File: src/verilog/mul_types_pkg.sv
package mul_types_pkg;

    localparam int OPERAND_WIDTH = 8;
    localparam int PRODUCT_WIDTH = 2 * OPERAND_WIDTH;

    // Bit 0 bypasses the adder and the carry out becomes the top bit
    localparam int ROW_WIDTH = PRODUCT_WIDTH - 2;

    typedef logic [OPERAND_WIDTH-1:0] operand_t;
    typedef logic [PRODUCT_WIDTH-1:0] product_t;

    // Multiplicand gated by one multiplier bit
    typedef logic [OPERAND_WIDTH-1:0] pp_row_t;

    // Indexed by multiplier bit, then by multiplicand bit
    typedef pp_row_t [OPERAND_WIDTH-1:0] pp_array_t;

    // Product bits 1 to 14
    typedef logic [ROW_WIDTH-1:0] cpa_row_t;

endpackage
File: src/verilog/cla_pkg.sv
package cla_pkg;

    localparam int CLA_MAX_WIDTH = 4;   // Widest block in the reduction tree

    // The final adder may run all 14 row bits as one block
    localparam int CLA_VEC_WIDTH = mul_types_pkg::ROW_WIDTH;

    typedef logic [CLA_MAX_WIDTH-1:0] cla_gp_t;
    typedef logic [CLA_VEC_WIDTH-1:0] cla_vec_t;
    typedef logic [CLA_VEC_WIDTH:0] cla_res_t;   // Carry out on top, sum bits below

    // Lookahead block of the given width, sum bits above width read as zero
    function automatic cla_res_t cla_block(
        input cla_vec_t x,
        input cla_vec_t y,
        input logic     cin,
        input int       width
    );
        cla_vec_t               g;
        cla_vec_t               p;
        logic [CLA_VEC_WIDTH:0] carry;
        cla_res_t               res;
        g        = x & y;
        p        = x ^ y;
        carry    = '0;
        carry[0] = cin;
        res      = '0;
        for (int i = 0; i < CLA_VEC_WIDTH; i++) begin
            if (i < width) begin
                carry[i+1] = g[i] | (p[i] & carry[i]);
                res[i]     = p[i] ^ carry[i];
            end
        end
        res[CLA_VEC_WIDTH] = carry[width];
        return res;
    endfunction

endpackage

File: src/verilog/cpa_if.sv
`timescale 1ns/1ps

interface cpa_if;
    import mul_types_pkg::*;

    logic     valid;
    cpa_row_t row_a;    // Product bits 1 to 14
    cpa_row_t row_b;
    logic     lsb;      // Product bit 0, no addition needed

    modport src (
        output valid,
        output row_a,
        output row_b,
        output lsb
    );

    modport dst (
        input valid,
        input row_a,
        input row_b,
        input lsb
    );

endinterface

File: src/verilog/dadda_mult_top.sv
`timescale 1ns/1ps

module dadda_mult_top #(
    parameter int cpa_block_width = 4   // 1 to 14
) (
    input  logic                     clk,
    input  logic                     rst_n,
    input  logic                     in_valid,
    input  mul_types_pkg::operand_t  a,
    input  mul_types_pkg::operand_t  b,
    output logic                     out_valid,
    output mul_types_pkg::product_t  product
);
    import mul_types_pkg::*;

    logic      pp_valid;
    pp_array_t pp_array;

    cpa_if rows ();

    pp_decode u_decode (
        .clk      (clk),
        .rst_n    (rst_n),
        .in_valid (in_valid),
        .a        (a),
        .b        (b),
        .pp_valid (pp_valid),
        .pp_array (pp_array)
    );

    dadda_reduce u_reduce (
        .clk      (clk),
        .rst_n    (rst_n),
        .pp_valid (pp_valid),
        .pp_array (pp_array),
        .rows     (rows.src)
    );

    cpa_result #(
        .cpa_block_width (cpa_block_width)
    ) u_result (
        .clk       (clk),
        .rst_n     (rst_n),
        .rows      (rows.dst),
        .out_valid (out_valid),
        .product   (product)
    );

endmodule

File: src/verilog/cpa_result.sv
`timescale 1ns/1ps

module cpa_result #(
    parameter int cpa_block_width = 4
) (
    input  logic                     clk,
    input  logic                     rst_n,
    cpa_if.dst                       rows,
    output logic                     out_valid,
    output mul_types_pkg::product_t  product
);
    import mul_types_pkg::*;
    import cla_pkg::*;

    // A width of 14 gives one long lookahead adder
    localparam int num_blocks = (ROW_WIDTH + cpa_block_width - 1) / cpa_block_width;

    logic [num_blocks:0] carry;
    cpa_row_t            sum;

    assign carry[0] = 1'b0;

    for (genvar k = 0; k < num_blocks; k++) begin : g_blk
        localparam int blk_lo = k * cpa_block_width;
        // Last block takes what is left of the row
        localparam int blk_w  = (ROW_WIDTH - blk_lo < cpa_block_width) ?
                                (ROW_WIDTH - blk_lo) : cpa_block_width;

        cla_res_t res;

        assign res = cla_block(cla_vec_t'(rows.row_a[blk_lo +: blk_w]),
                               cla_vec_t'(rows.row_b[blk_lo +: blk_w]),
                               carry[k], blk_w);
        assign sum[blk_lo +: blk_w] = res[blk_w-1:0];
        assign carry[k+1]           = res[CLA_VEC_WIDTH];   // Chains into the next block
    end

    always_ff @(posedge clk) begin
        if (!rst_n) begin
            out_valid <= 1'b0;
        end else begin
            out_valid <= rows.valid;
        end
    end

    always_ff @(posedge clk) begin
        if (rows.valid) begin
            product <= {carry[num_blocks], sum, rows.lsb};
        end
    end

endmodule

File: src/verilog/dadda_reduce.sv
`timescale 1ns/1ps

module dadda_reduce (
    input  logic                      clk,
    input  logic                      rst_n,
    input  logic                      pp_valid,
    input  mul_types_pkg::pp_array_t  pp_array,
    cpa_if.src                        rows
);
    import mul_types_pkg::*;
    import cla_pkg::*;

    localparam int num_blk = 11;

    // Block 6 is the only two-bit block
    localparam int blk_width [1:num_blk] = '{4, 4, 4, 4, 4, 2, 4, 4, 4, 4, 4};

    cla_gp_t  blk_x [1:num_blk];
    cla_gp_t  blk_y [1:num_blk];
    logic     blk_cin [1:num_blk];
    cla_gp_t  s [1:num_blk];    // Sum bits of each block
    logic     c [1:num_blk];    // Carry out of each block
    cpa_row_t row_a_d;
    cpa_row_t row_b_d;

    // First level works on plain partial-product diagonals
    assign blk_x[1]   = pp_array[2][7:4];
    assign blk_y[1]   = pp_array[3][6:3];
    assign blk_cin[1] = 1'b0;

    assign blk_x[2]   = pp_array[4][4:1];
    assign blk_y[2]   = pp_array[5][3:0];
    assign blk_cin[2] = 1'b0;

    assign blk_x[3]   = pp_array[6][4:1];
    assign blk_y[3]   = pp_array[7][3:0];
    assign blk_cin[3] = 1'b0;

    assign blk_x[4]   = pp_array[0][6:3];
    assign blk_y[4]   = pp_array[1][5:2];
    assign blk_cin[4] = 1'b0;

    assign blk_x[5]   = {pp_array[3][7], pp_array[4][5], pp_array[1][7], pp_array[0][7]};
    assign blk_y[5]   = {pp_array[4][6], pp_array[5][4], s[1][2], pp_array[1][6]};
    assign blk_cin[5] = s[3][0];    // Spare bit of block 3 enters as carry

    assign blk_x[6]   = {2'b00, pp_array[5][7], pp_array[4][7]};
    assign blk_y[6]   = {2'b00, pp_array[6][6], pp_array[5][6]};
    assign blk_cin[6] = c[3];

    // Second level mixes sums and carries of the first
    assign blk_x[7]   = {s[1][1], pp_array[6][0], pp_array[2][3], pp_array[2][2]};
    assign blk_y[7]   = {s[2][2], s[1][0], pp_array[3][2], pp_array[3][1]};
    assign blk_cin[7] = 1'b0;

    assign blk_x[8]   = {pp_array[6][5], pp_array[5][5], s[1][3], s[2][3]};
    assign blk_y[8]   = {pp_array[7][4], c[1], c[2], s[3][1]};
    assign blk_cin[8] = 1'b0;

    assign blk_x[9]   = {s[2][0], pp_array[4][0], pp_array[2][1], pp_array[0][2]};
    assign blk_y[9]   = {s[4][2], s[4][1], pp_array[3][0], pp_array[1][1]};
    assign blk_cin[9] = 1'b0;

    assign blk_x[10]   = {s[3][2], s[5][1], c[4], s[2][1]};
    assign blk_y[10]   = {s[5][2], c[7], s[5][0], s[4][3]};
    assign blk_cin[10] = s[7][2];

    assign blk_x[11]   = {pp_array[6][7], pp_array[7][5], c[5], s[3][3]};
    assign blk_y[11]   = {pp_array[7][6], s[6][1], s[6][0], s[5][3]};
    assign blk_cin[11] = s[8][2];

    for (genvar k = 1; k <= num_blk; k++) begin : g_cla
        cla_res_t res;

        assign res  = cla_block(cla_vec_t'(blk_x[k]), cla_vec_t'(blk_y[k]), blk_cin[k],
                                blk_width[k]);
        assign s[k] = res[CLA_MAX_WIDTH-1:0];
        assign c[k] = res[CLA_VEC_WIDTH];
    end

    // Two rows for product bits 1 to 14, bit 1 at the right
    assign row_a_d = {pp_array[7][7], c[6], c[8], s[8][3], c[10], s[8][1], s[8][0],
                      s[7][3], c[9], s[7][1], s[7][0], s[4][0], pp_array[2][0],
                      pp_array[0][1]};
    assign row_b_d = {c[11], s[11], s[10], s[9], pp_array[1][0]};

    always_ff @(posedge clk) begin
        if (!rst_n) begin
            rows.valid <= 1'b0;
        end else begin
            rows.valid <= pp_valid;
        end
    end

    always_ff @(posedge clk) begin
        if (pp_valid) begin
            rows.row_a <= row_a_d;
            rows.row_b <= row_b_d;
            rows.lsb   <= pp_array[0][0];
        end
    end

endmodule

File: src/verilog/pp_decode.sv
`timescale 1ns/1ps

module pp_decode (
    input  logic                      clk,
    input  logic                      rst_n,
    input  logic                      in_valid,
    input  mul_types_pkg::operand_t   a,
    input  mul_types_pkg::operand_t   b,
    output logic                      pp_valid,
    output mul_types_pkg::pp_array_t  pp_array
);
    import mul_types_pkg::*;

    pp_array_t pp_next;

    // Row i is the multiplicand a gated by multiplier bit b[i]
    always_comb begin
        for (int i = 0; i < OPERAND_WIDTH; i++) begin
            pp_next[i] = a & {OPERAND_WIDTH{b[i]}};
        end
    end

    always_ff @(posedge clk) begin
        if (!rst_n) begin
            pp_valid <= 1'b0;
        end else begin
            pp_valid <= in_valid;
        end
    end

    always_ff @(posedge clk) begin
        if (in_valid) begin
            pp_array <= pp_next;    // Held while idle
        end
    end

endmodule

File: config.mk
export PLATFORM = sky130hd
export DESIGN_NAME = dadda_mult_top
export DESIGN_NICKNAME = d
export VERILOG_FILES = /design/src/verilog/mul_types_pkg.sv /design/src/verilog/cla_pkg.sv /design/src/verilog/cpa_if.sv /design/src/verilog/dadda_mult_top.sv /design/src/verilog/cpa_result.sv /design/src/verilog/dadda_reduce.sv /design/src/verilog/pp_decode.sv
export SDC_FILE = /design/constraint.sdc
export NUM_CORES = 1
export LEC_CHECK = 0
export ABC_CLOCK_PERIOD_IN_PS = 5500
export BUFFER_PORTS_ARGS = -buffer_cell sky130_fd_sc_hd__buf_2
export CORE_MARGIN = 2
export CORE_UTILIZATION = 53
export DETAILED_ROUTE_END_ITERATION = 8
export MAX_ROUTING_LAYER = met4
export PLACE_DENSITY = 0.71
export REMOVE_ABC_BUFFERS = 1
export SETUP_SLACK_MARGIN = 0.05
export SYNTH_ARGS = -nofsm -noshare
export SYNTH_HDL_FRONTEND = slang
export SYNTH_SLANG_ARGS = --single-unit
File: constraint.sdc
create_clock -name clk -period 5.5 [get_ports clk]
set_clock_uncertainty 0.2 [all_clocks]
set_input_delay 0.275 -clock clk [delete_from_list [all_inputs] [get_ports clk]]
set_output_delay 0.275 -clock clk [all_outputs]
set_load 0.01 [all_outputs]
# Yosys cells after proc, flatten, opt, wreduce, memory -nomap -nowiden
# Index checks and enable logic that the tools add are counted.
# op_classes
n_bitwise,182
# ops
operator,count
$and A8 B8 Y8,8
$and A4 B4 Y4,13
$xor A4 B4 Y4,13
$and A1 B1 Y1,48
$or A1 B1 Y1,48
$xor A1 B1 Y1,48
$and A2 B2 Y2,2
$xor A2 B2 Y2,2
# word_totals
register_bits,112
elab_cells,197

# Depth between registers and ports, before layout
# depth
ltp_word,27
mapped_depth,17

# Cells and area by module
# A second synthesis with hierarchy kept.
# hier_totals
cells_unflattened,326
area_unflattened_um2,5154.9
# modules_own_cells
mod,n_inst,cells_each,area_each_um2
pp_decode,1,130,2348.5
dadda_reduce,1,159,2008.2
cpa_result,1,37,798.3

# Worst setup path after synthesis
# No wires, ideal clock.
# synth_path
path_type,reg-to-reg
from,register u_reduce.rows.row_a[0]
to,register u_result.product[14] (data pin)
arrival_time_ps,5585
t_required_ps,5171
slack_ps,-414
stages_incl_launch_ff,17
n_path_buf,0
path_cell_list,edfxtp_1 -> ha_1 -> fa_1 -> fa_1 -> fa_1 -> fa_1 -> fa_1 -> fa_1 -> fa_1 -> fa_1 -> fa_1 -> fa_1 -> fa_1 -> fa_1 -> inv_1 -> fa_1 -> inv_1
# synth_via
elab_chain_len,26
# synth_lines
element,line,text
start: declaration,cpa_if.sv:13,"output row_a,"
start signal: assignment,dadda_reduce.sv:97,rows.row_a <= row_a_d;
$and A4 B4 Y4,cla_pkg.sv:23,g = x & y;
$and A1 B1 Y1,cla_pkg.sv:30,carry[i+1] = g[i] | (p[i] & carry[i]);
$or A1 B1 Y1,cla_pkg.sv:30,
$and A1 B1 Y1,cla_pkg.sv:30,
$or A1 B1 Y1,cla_pkg.sv:30,
$and A1 B1 Y1,cla_pkg.sv:30,
$or A1 B1 Y1,cla_pkg.sv:30,
$and A1 B1 Y1,cla_pkg.sv:30,
[11 not listed],--,
$and A1 B1 Y1,cla_pkg.sv:30,
$or A1 B1 Y1,cla_pkg.sv:30,
$and A1 B1 Y1,cla_pkg.sv:30,
$or A1 B1 Y1,cla_pkg.sv:30,
$and A1 B1 Y1,cla_pkg.sv:30,
$or A1 B1 Y1,cla_pkg.sv:30,
$xor A1 B1 Y1,cla_pkg.sv:31,res[i] = p[i] ^ carry[i];
net u_result.g_blk[3].res[1],cpa_result.sv:29,cla_res_t res;
end signal: assignment,cpa_result.sv:48,"product <= {carry[num_blocks], sum, rows.lsb};"
end: declaration,cpa_result.sv:10,output mul_types_pkg::product_t product
# The timed path passes the listed nets, and every way through them passes these cells.
# A chain may end at the register's enable or synchronous reset.

# Worst setup path after layout
# Same ends and word-level chain as after synthesis.

==> impl_metrics.csv <==
group,metric,value,unit
run_status,status,"complete, but fails checks",
run_status,violations,"negative setup slack",
layout,syn_to_final_growth,11.0,%
detailed_routing,antenna_left,0,
layout,layout.nets,440,
layout,antennaDiodeCount,0,
grt,overflow,0,
detailed_routing,dr_total_vias,2246,
sta,clock.fmax,0.180,GHz
cts,path_clk_slew,100,ps
detailed_routing,wl_per_cell,14.1,um
sta,worst_pin_slew,1190,ps
worst_setup_path,worst-path-buf-inv,2,
worst_setup_path,max_stage_delay,390,ps
pwr,power.switching,0.529,mW
sta,period_needed,5550,ps
pwr,swShare,27.1,%
synthesis,netlist_area,5120,sq um
sta,slew_violations,0,
grt,antenna_found_initial,0,
synthesis,ys_types,6,
cts,clk_latency,370,ps
pwr,intPower,1.42,mW
layout,drive_gt1_share,17.6,%
sta,finalSetupViolCount,1,
floorplan,row_count,35,
cts,clock_sinks,112,
cts,cts_buffer_depth,2,
sta,rsz0062_at_grt,"yes",
detailed_routing,drc,0,
detailed_routing,drt_first_pass_iters,4,
cts,cts_buffers,9,
grt,grtUsageTotal,16.6,%
synthesis,synth_top_area_share,63.9,%
worst_setup_path,crit_chain,"ha_2, fa_2, fa_2, fa_2, fa_2, fa_2, fa_2, fa_2, fa_2, fa_2, fa_2, fa_2, fa_2, inv_2, fa_1, inv_1",
pwr,power_frac_comb,19.1,%
floorplan,start_util,54.9,%
cts,postCtsSetupBuffers,0,
placed_design,pre_cts_slack,-618,ps
synthesis,yosysSeqAreaShare,65.1,%
sta,relSlewSlack,20.6,%
pwr,p_seq_share,57.8,%
worst_setup_path,crit_fanout,1,
floorplan,die-area,10500,sq um
detailed_routing,wl,7060,um
worst_setup_path,cp_slowest_cell,"edfxtp_1",
floorplan,core-area,9330,sq um
detailed_routing,drt_iter0_markers,137,
detailed_routing,via_per_inst,4.50,
pwr,p_clk_share,23.0,%
floorplan,io_pins,36,
worst_setup_path,end_kind,"flop",
synthesis,postSynthCellCount,317,
worst_setup_path,crit_required,5560,ps
pwr,p_leak,2.30,nW
layout,seq_area,3330,sq um
sta,worst_slack,-49.7,ps
layout,final_core_util,61.0,%
layout,multi_input_area,1510,sq um
placed_design,portBuffers,35,
layout,fillerInstances,706,
synthesis,ys_warn_count,0,
grt,grt_pass1_vias,2463,
worst_setup_path,cp-start-kind,"flop",
grt,grt_pass1_wl,12000,um
pwr,pwr_density_cell,343,nW/um^2
synthesis,synth-seq-cells,112,
placed_design,dp_hpwl,5090,um
synthesis,synth_area_leader_cell,"edfxtp_1",
worst_setup_path,crit_top_cell,"fa_2",
floorplan,die_y,102,um
job,maxCapViolCount,0,
cts,cts_tree,"yes",
floorplan,die_w,102,um
sta,fin_crit_sh,101,%
sta,final_hold_viol_count,0,
sta,timing.hold.ws,82.2,ps
worst_setup_path,crit_type,"flop to flop",
worst_setup_path,critical-path-top-delay-family,"adder cells",
cts,htreeDepth,3,
worst_setup_path,cp.arrival,5610,ps
synthesis,postSynthAreaPerCell,16.2,sq um
synthesis,ys_top_cells_by_area,"edfxtp_1 (64%), fa_1 (19%), and2_1 (8.2%)",
pwr,vdd_drop_max,0.000153,V
placed_design,gp_congestion,0.734,
grt,grt_max_degree,66,
worst_hold_path,worstHoldPathType,"input pin to flop",
cts,cts_root_buf,"clkbuf_8",
[area by class of cell]
cell class                 count  share of cell area, %
clock buffer                   9                   2.18
clock inverter                 7                  0.968
inverter                      82                   5.41
multi-input combinational    123                   26.6
sequential                   112                   58.6
tap                          129                   2.84
timing repair buffer          37                   3.39
[power by group through the flow]
| stage | Sequential, mW | Combinational [mW] | Clock (mW) |
|---|---|---|---|
| floorplan | 1.15 | 0.235 | 0 |
| global placement | 1.14 | 0.355 | 0 |
| detailed placement | 1.15 | 0.378 | 0 |
| CTS | 1.13 | 0.388 | 0.464 |
| global route | 1.14 | 0.455 | 0.498 |
| finish | 1.13 | 0.373 | 0.450 |
[cells in the final DEF (no fill, tap or decap)]
cell type and instances:
edfxtp_1 109, inv_1 81, and2_1 67, fa_1 36, buf_2 35, fa_2 12
clkbuf_8 9, ha_1 7, inv_6 3, dfxtp_1 3, clkinv_4 2, inv_2 1
ha_2 1, clkinvlp_4 1, clkinv_1 1, dlygate4sd3_1 1, buf_4 1
[kinds of logic after synthesis]
| family | synth area share (%) |
|---|---|
| and+or+nand+nor | 8.18 |
| DFF | 65.1 |
| buffers and inverters | 6.01 |
| adders and majority gates | 20.7 |
[flip-flops by register name, summed over array words and instances, names as in the netlist]
name / count
u_reduce.rows.lsb: 1
u_decode.pp_valid: 1
u_result.out_valid: 1
u_result.product: 16
u_decode.pp_array: 64
u_reduce.rows.valid: 1
u_reduce.rows.row_a: 14
u_reduce.rows.row_b: 14
[Yosys cell counts]
master	instances
edfxtp_1	109
inv_1	82
and2_1	67
fa_1	48
ha_1	8
dfxtp_1	3
[timing repair]
item / in CTS / in global routing
resized for setup: 14 / 0
hold endpoints to repair: 3 / 0
setup endpoints to repair: 3 / 2
hold buffers: 1 / 0
[metal layers]
layer  vias to the layer above  GRT usage, %  wire, um
li1                       1090             -         -
met1                      1104          21.2      3240
met2                        43          26.0      3420
met3                         9          3.49       245
met4                         0          7.38       148
met5                         -             -         0
[stage by stage]
step / setup TNS (ps) / instance area [sq um] / power, mW / instances
2_1_floorplan: -781 / 5120 / 1.38 / 317
3_3_place_gp: -1300 / 5470 / 1.50 / 482
3_5_place_dp: -1380 / 5470 / 1.53 / 482
4_1_cts: -70.3 / 5690 / 1.98 / 499
5_1_grt: -205 / 5690 / 2.09 / 499
6_report: -49.7 / 5690 / 1.95 / 499
[final timing paths]
kind | startpoint | cells after the start | slack (ps) | end
worst max register to register | u_reduce.rows.row_a[0] | 16 | -50 | u_result.product[14]
worst min-delay path | b[1] | 2 | 80 | u_decode.pp_array[10]
worst max-delay path | u_reduce.rows.row_a[0] | 16 | -50 | u_result.product[14]
worst min register to register | u_decode.pp_array[63] | 0 | 230 | u_reduce.rows.row_a[13]
No activity file was read; power rests on OpenSTA's default activity.
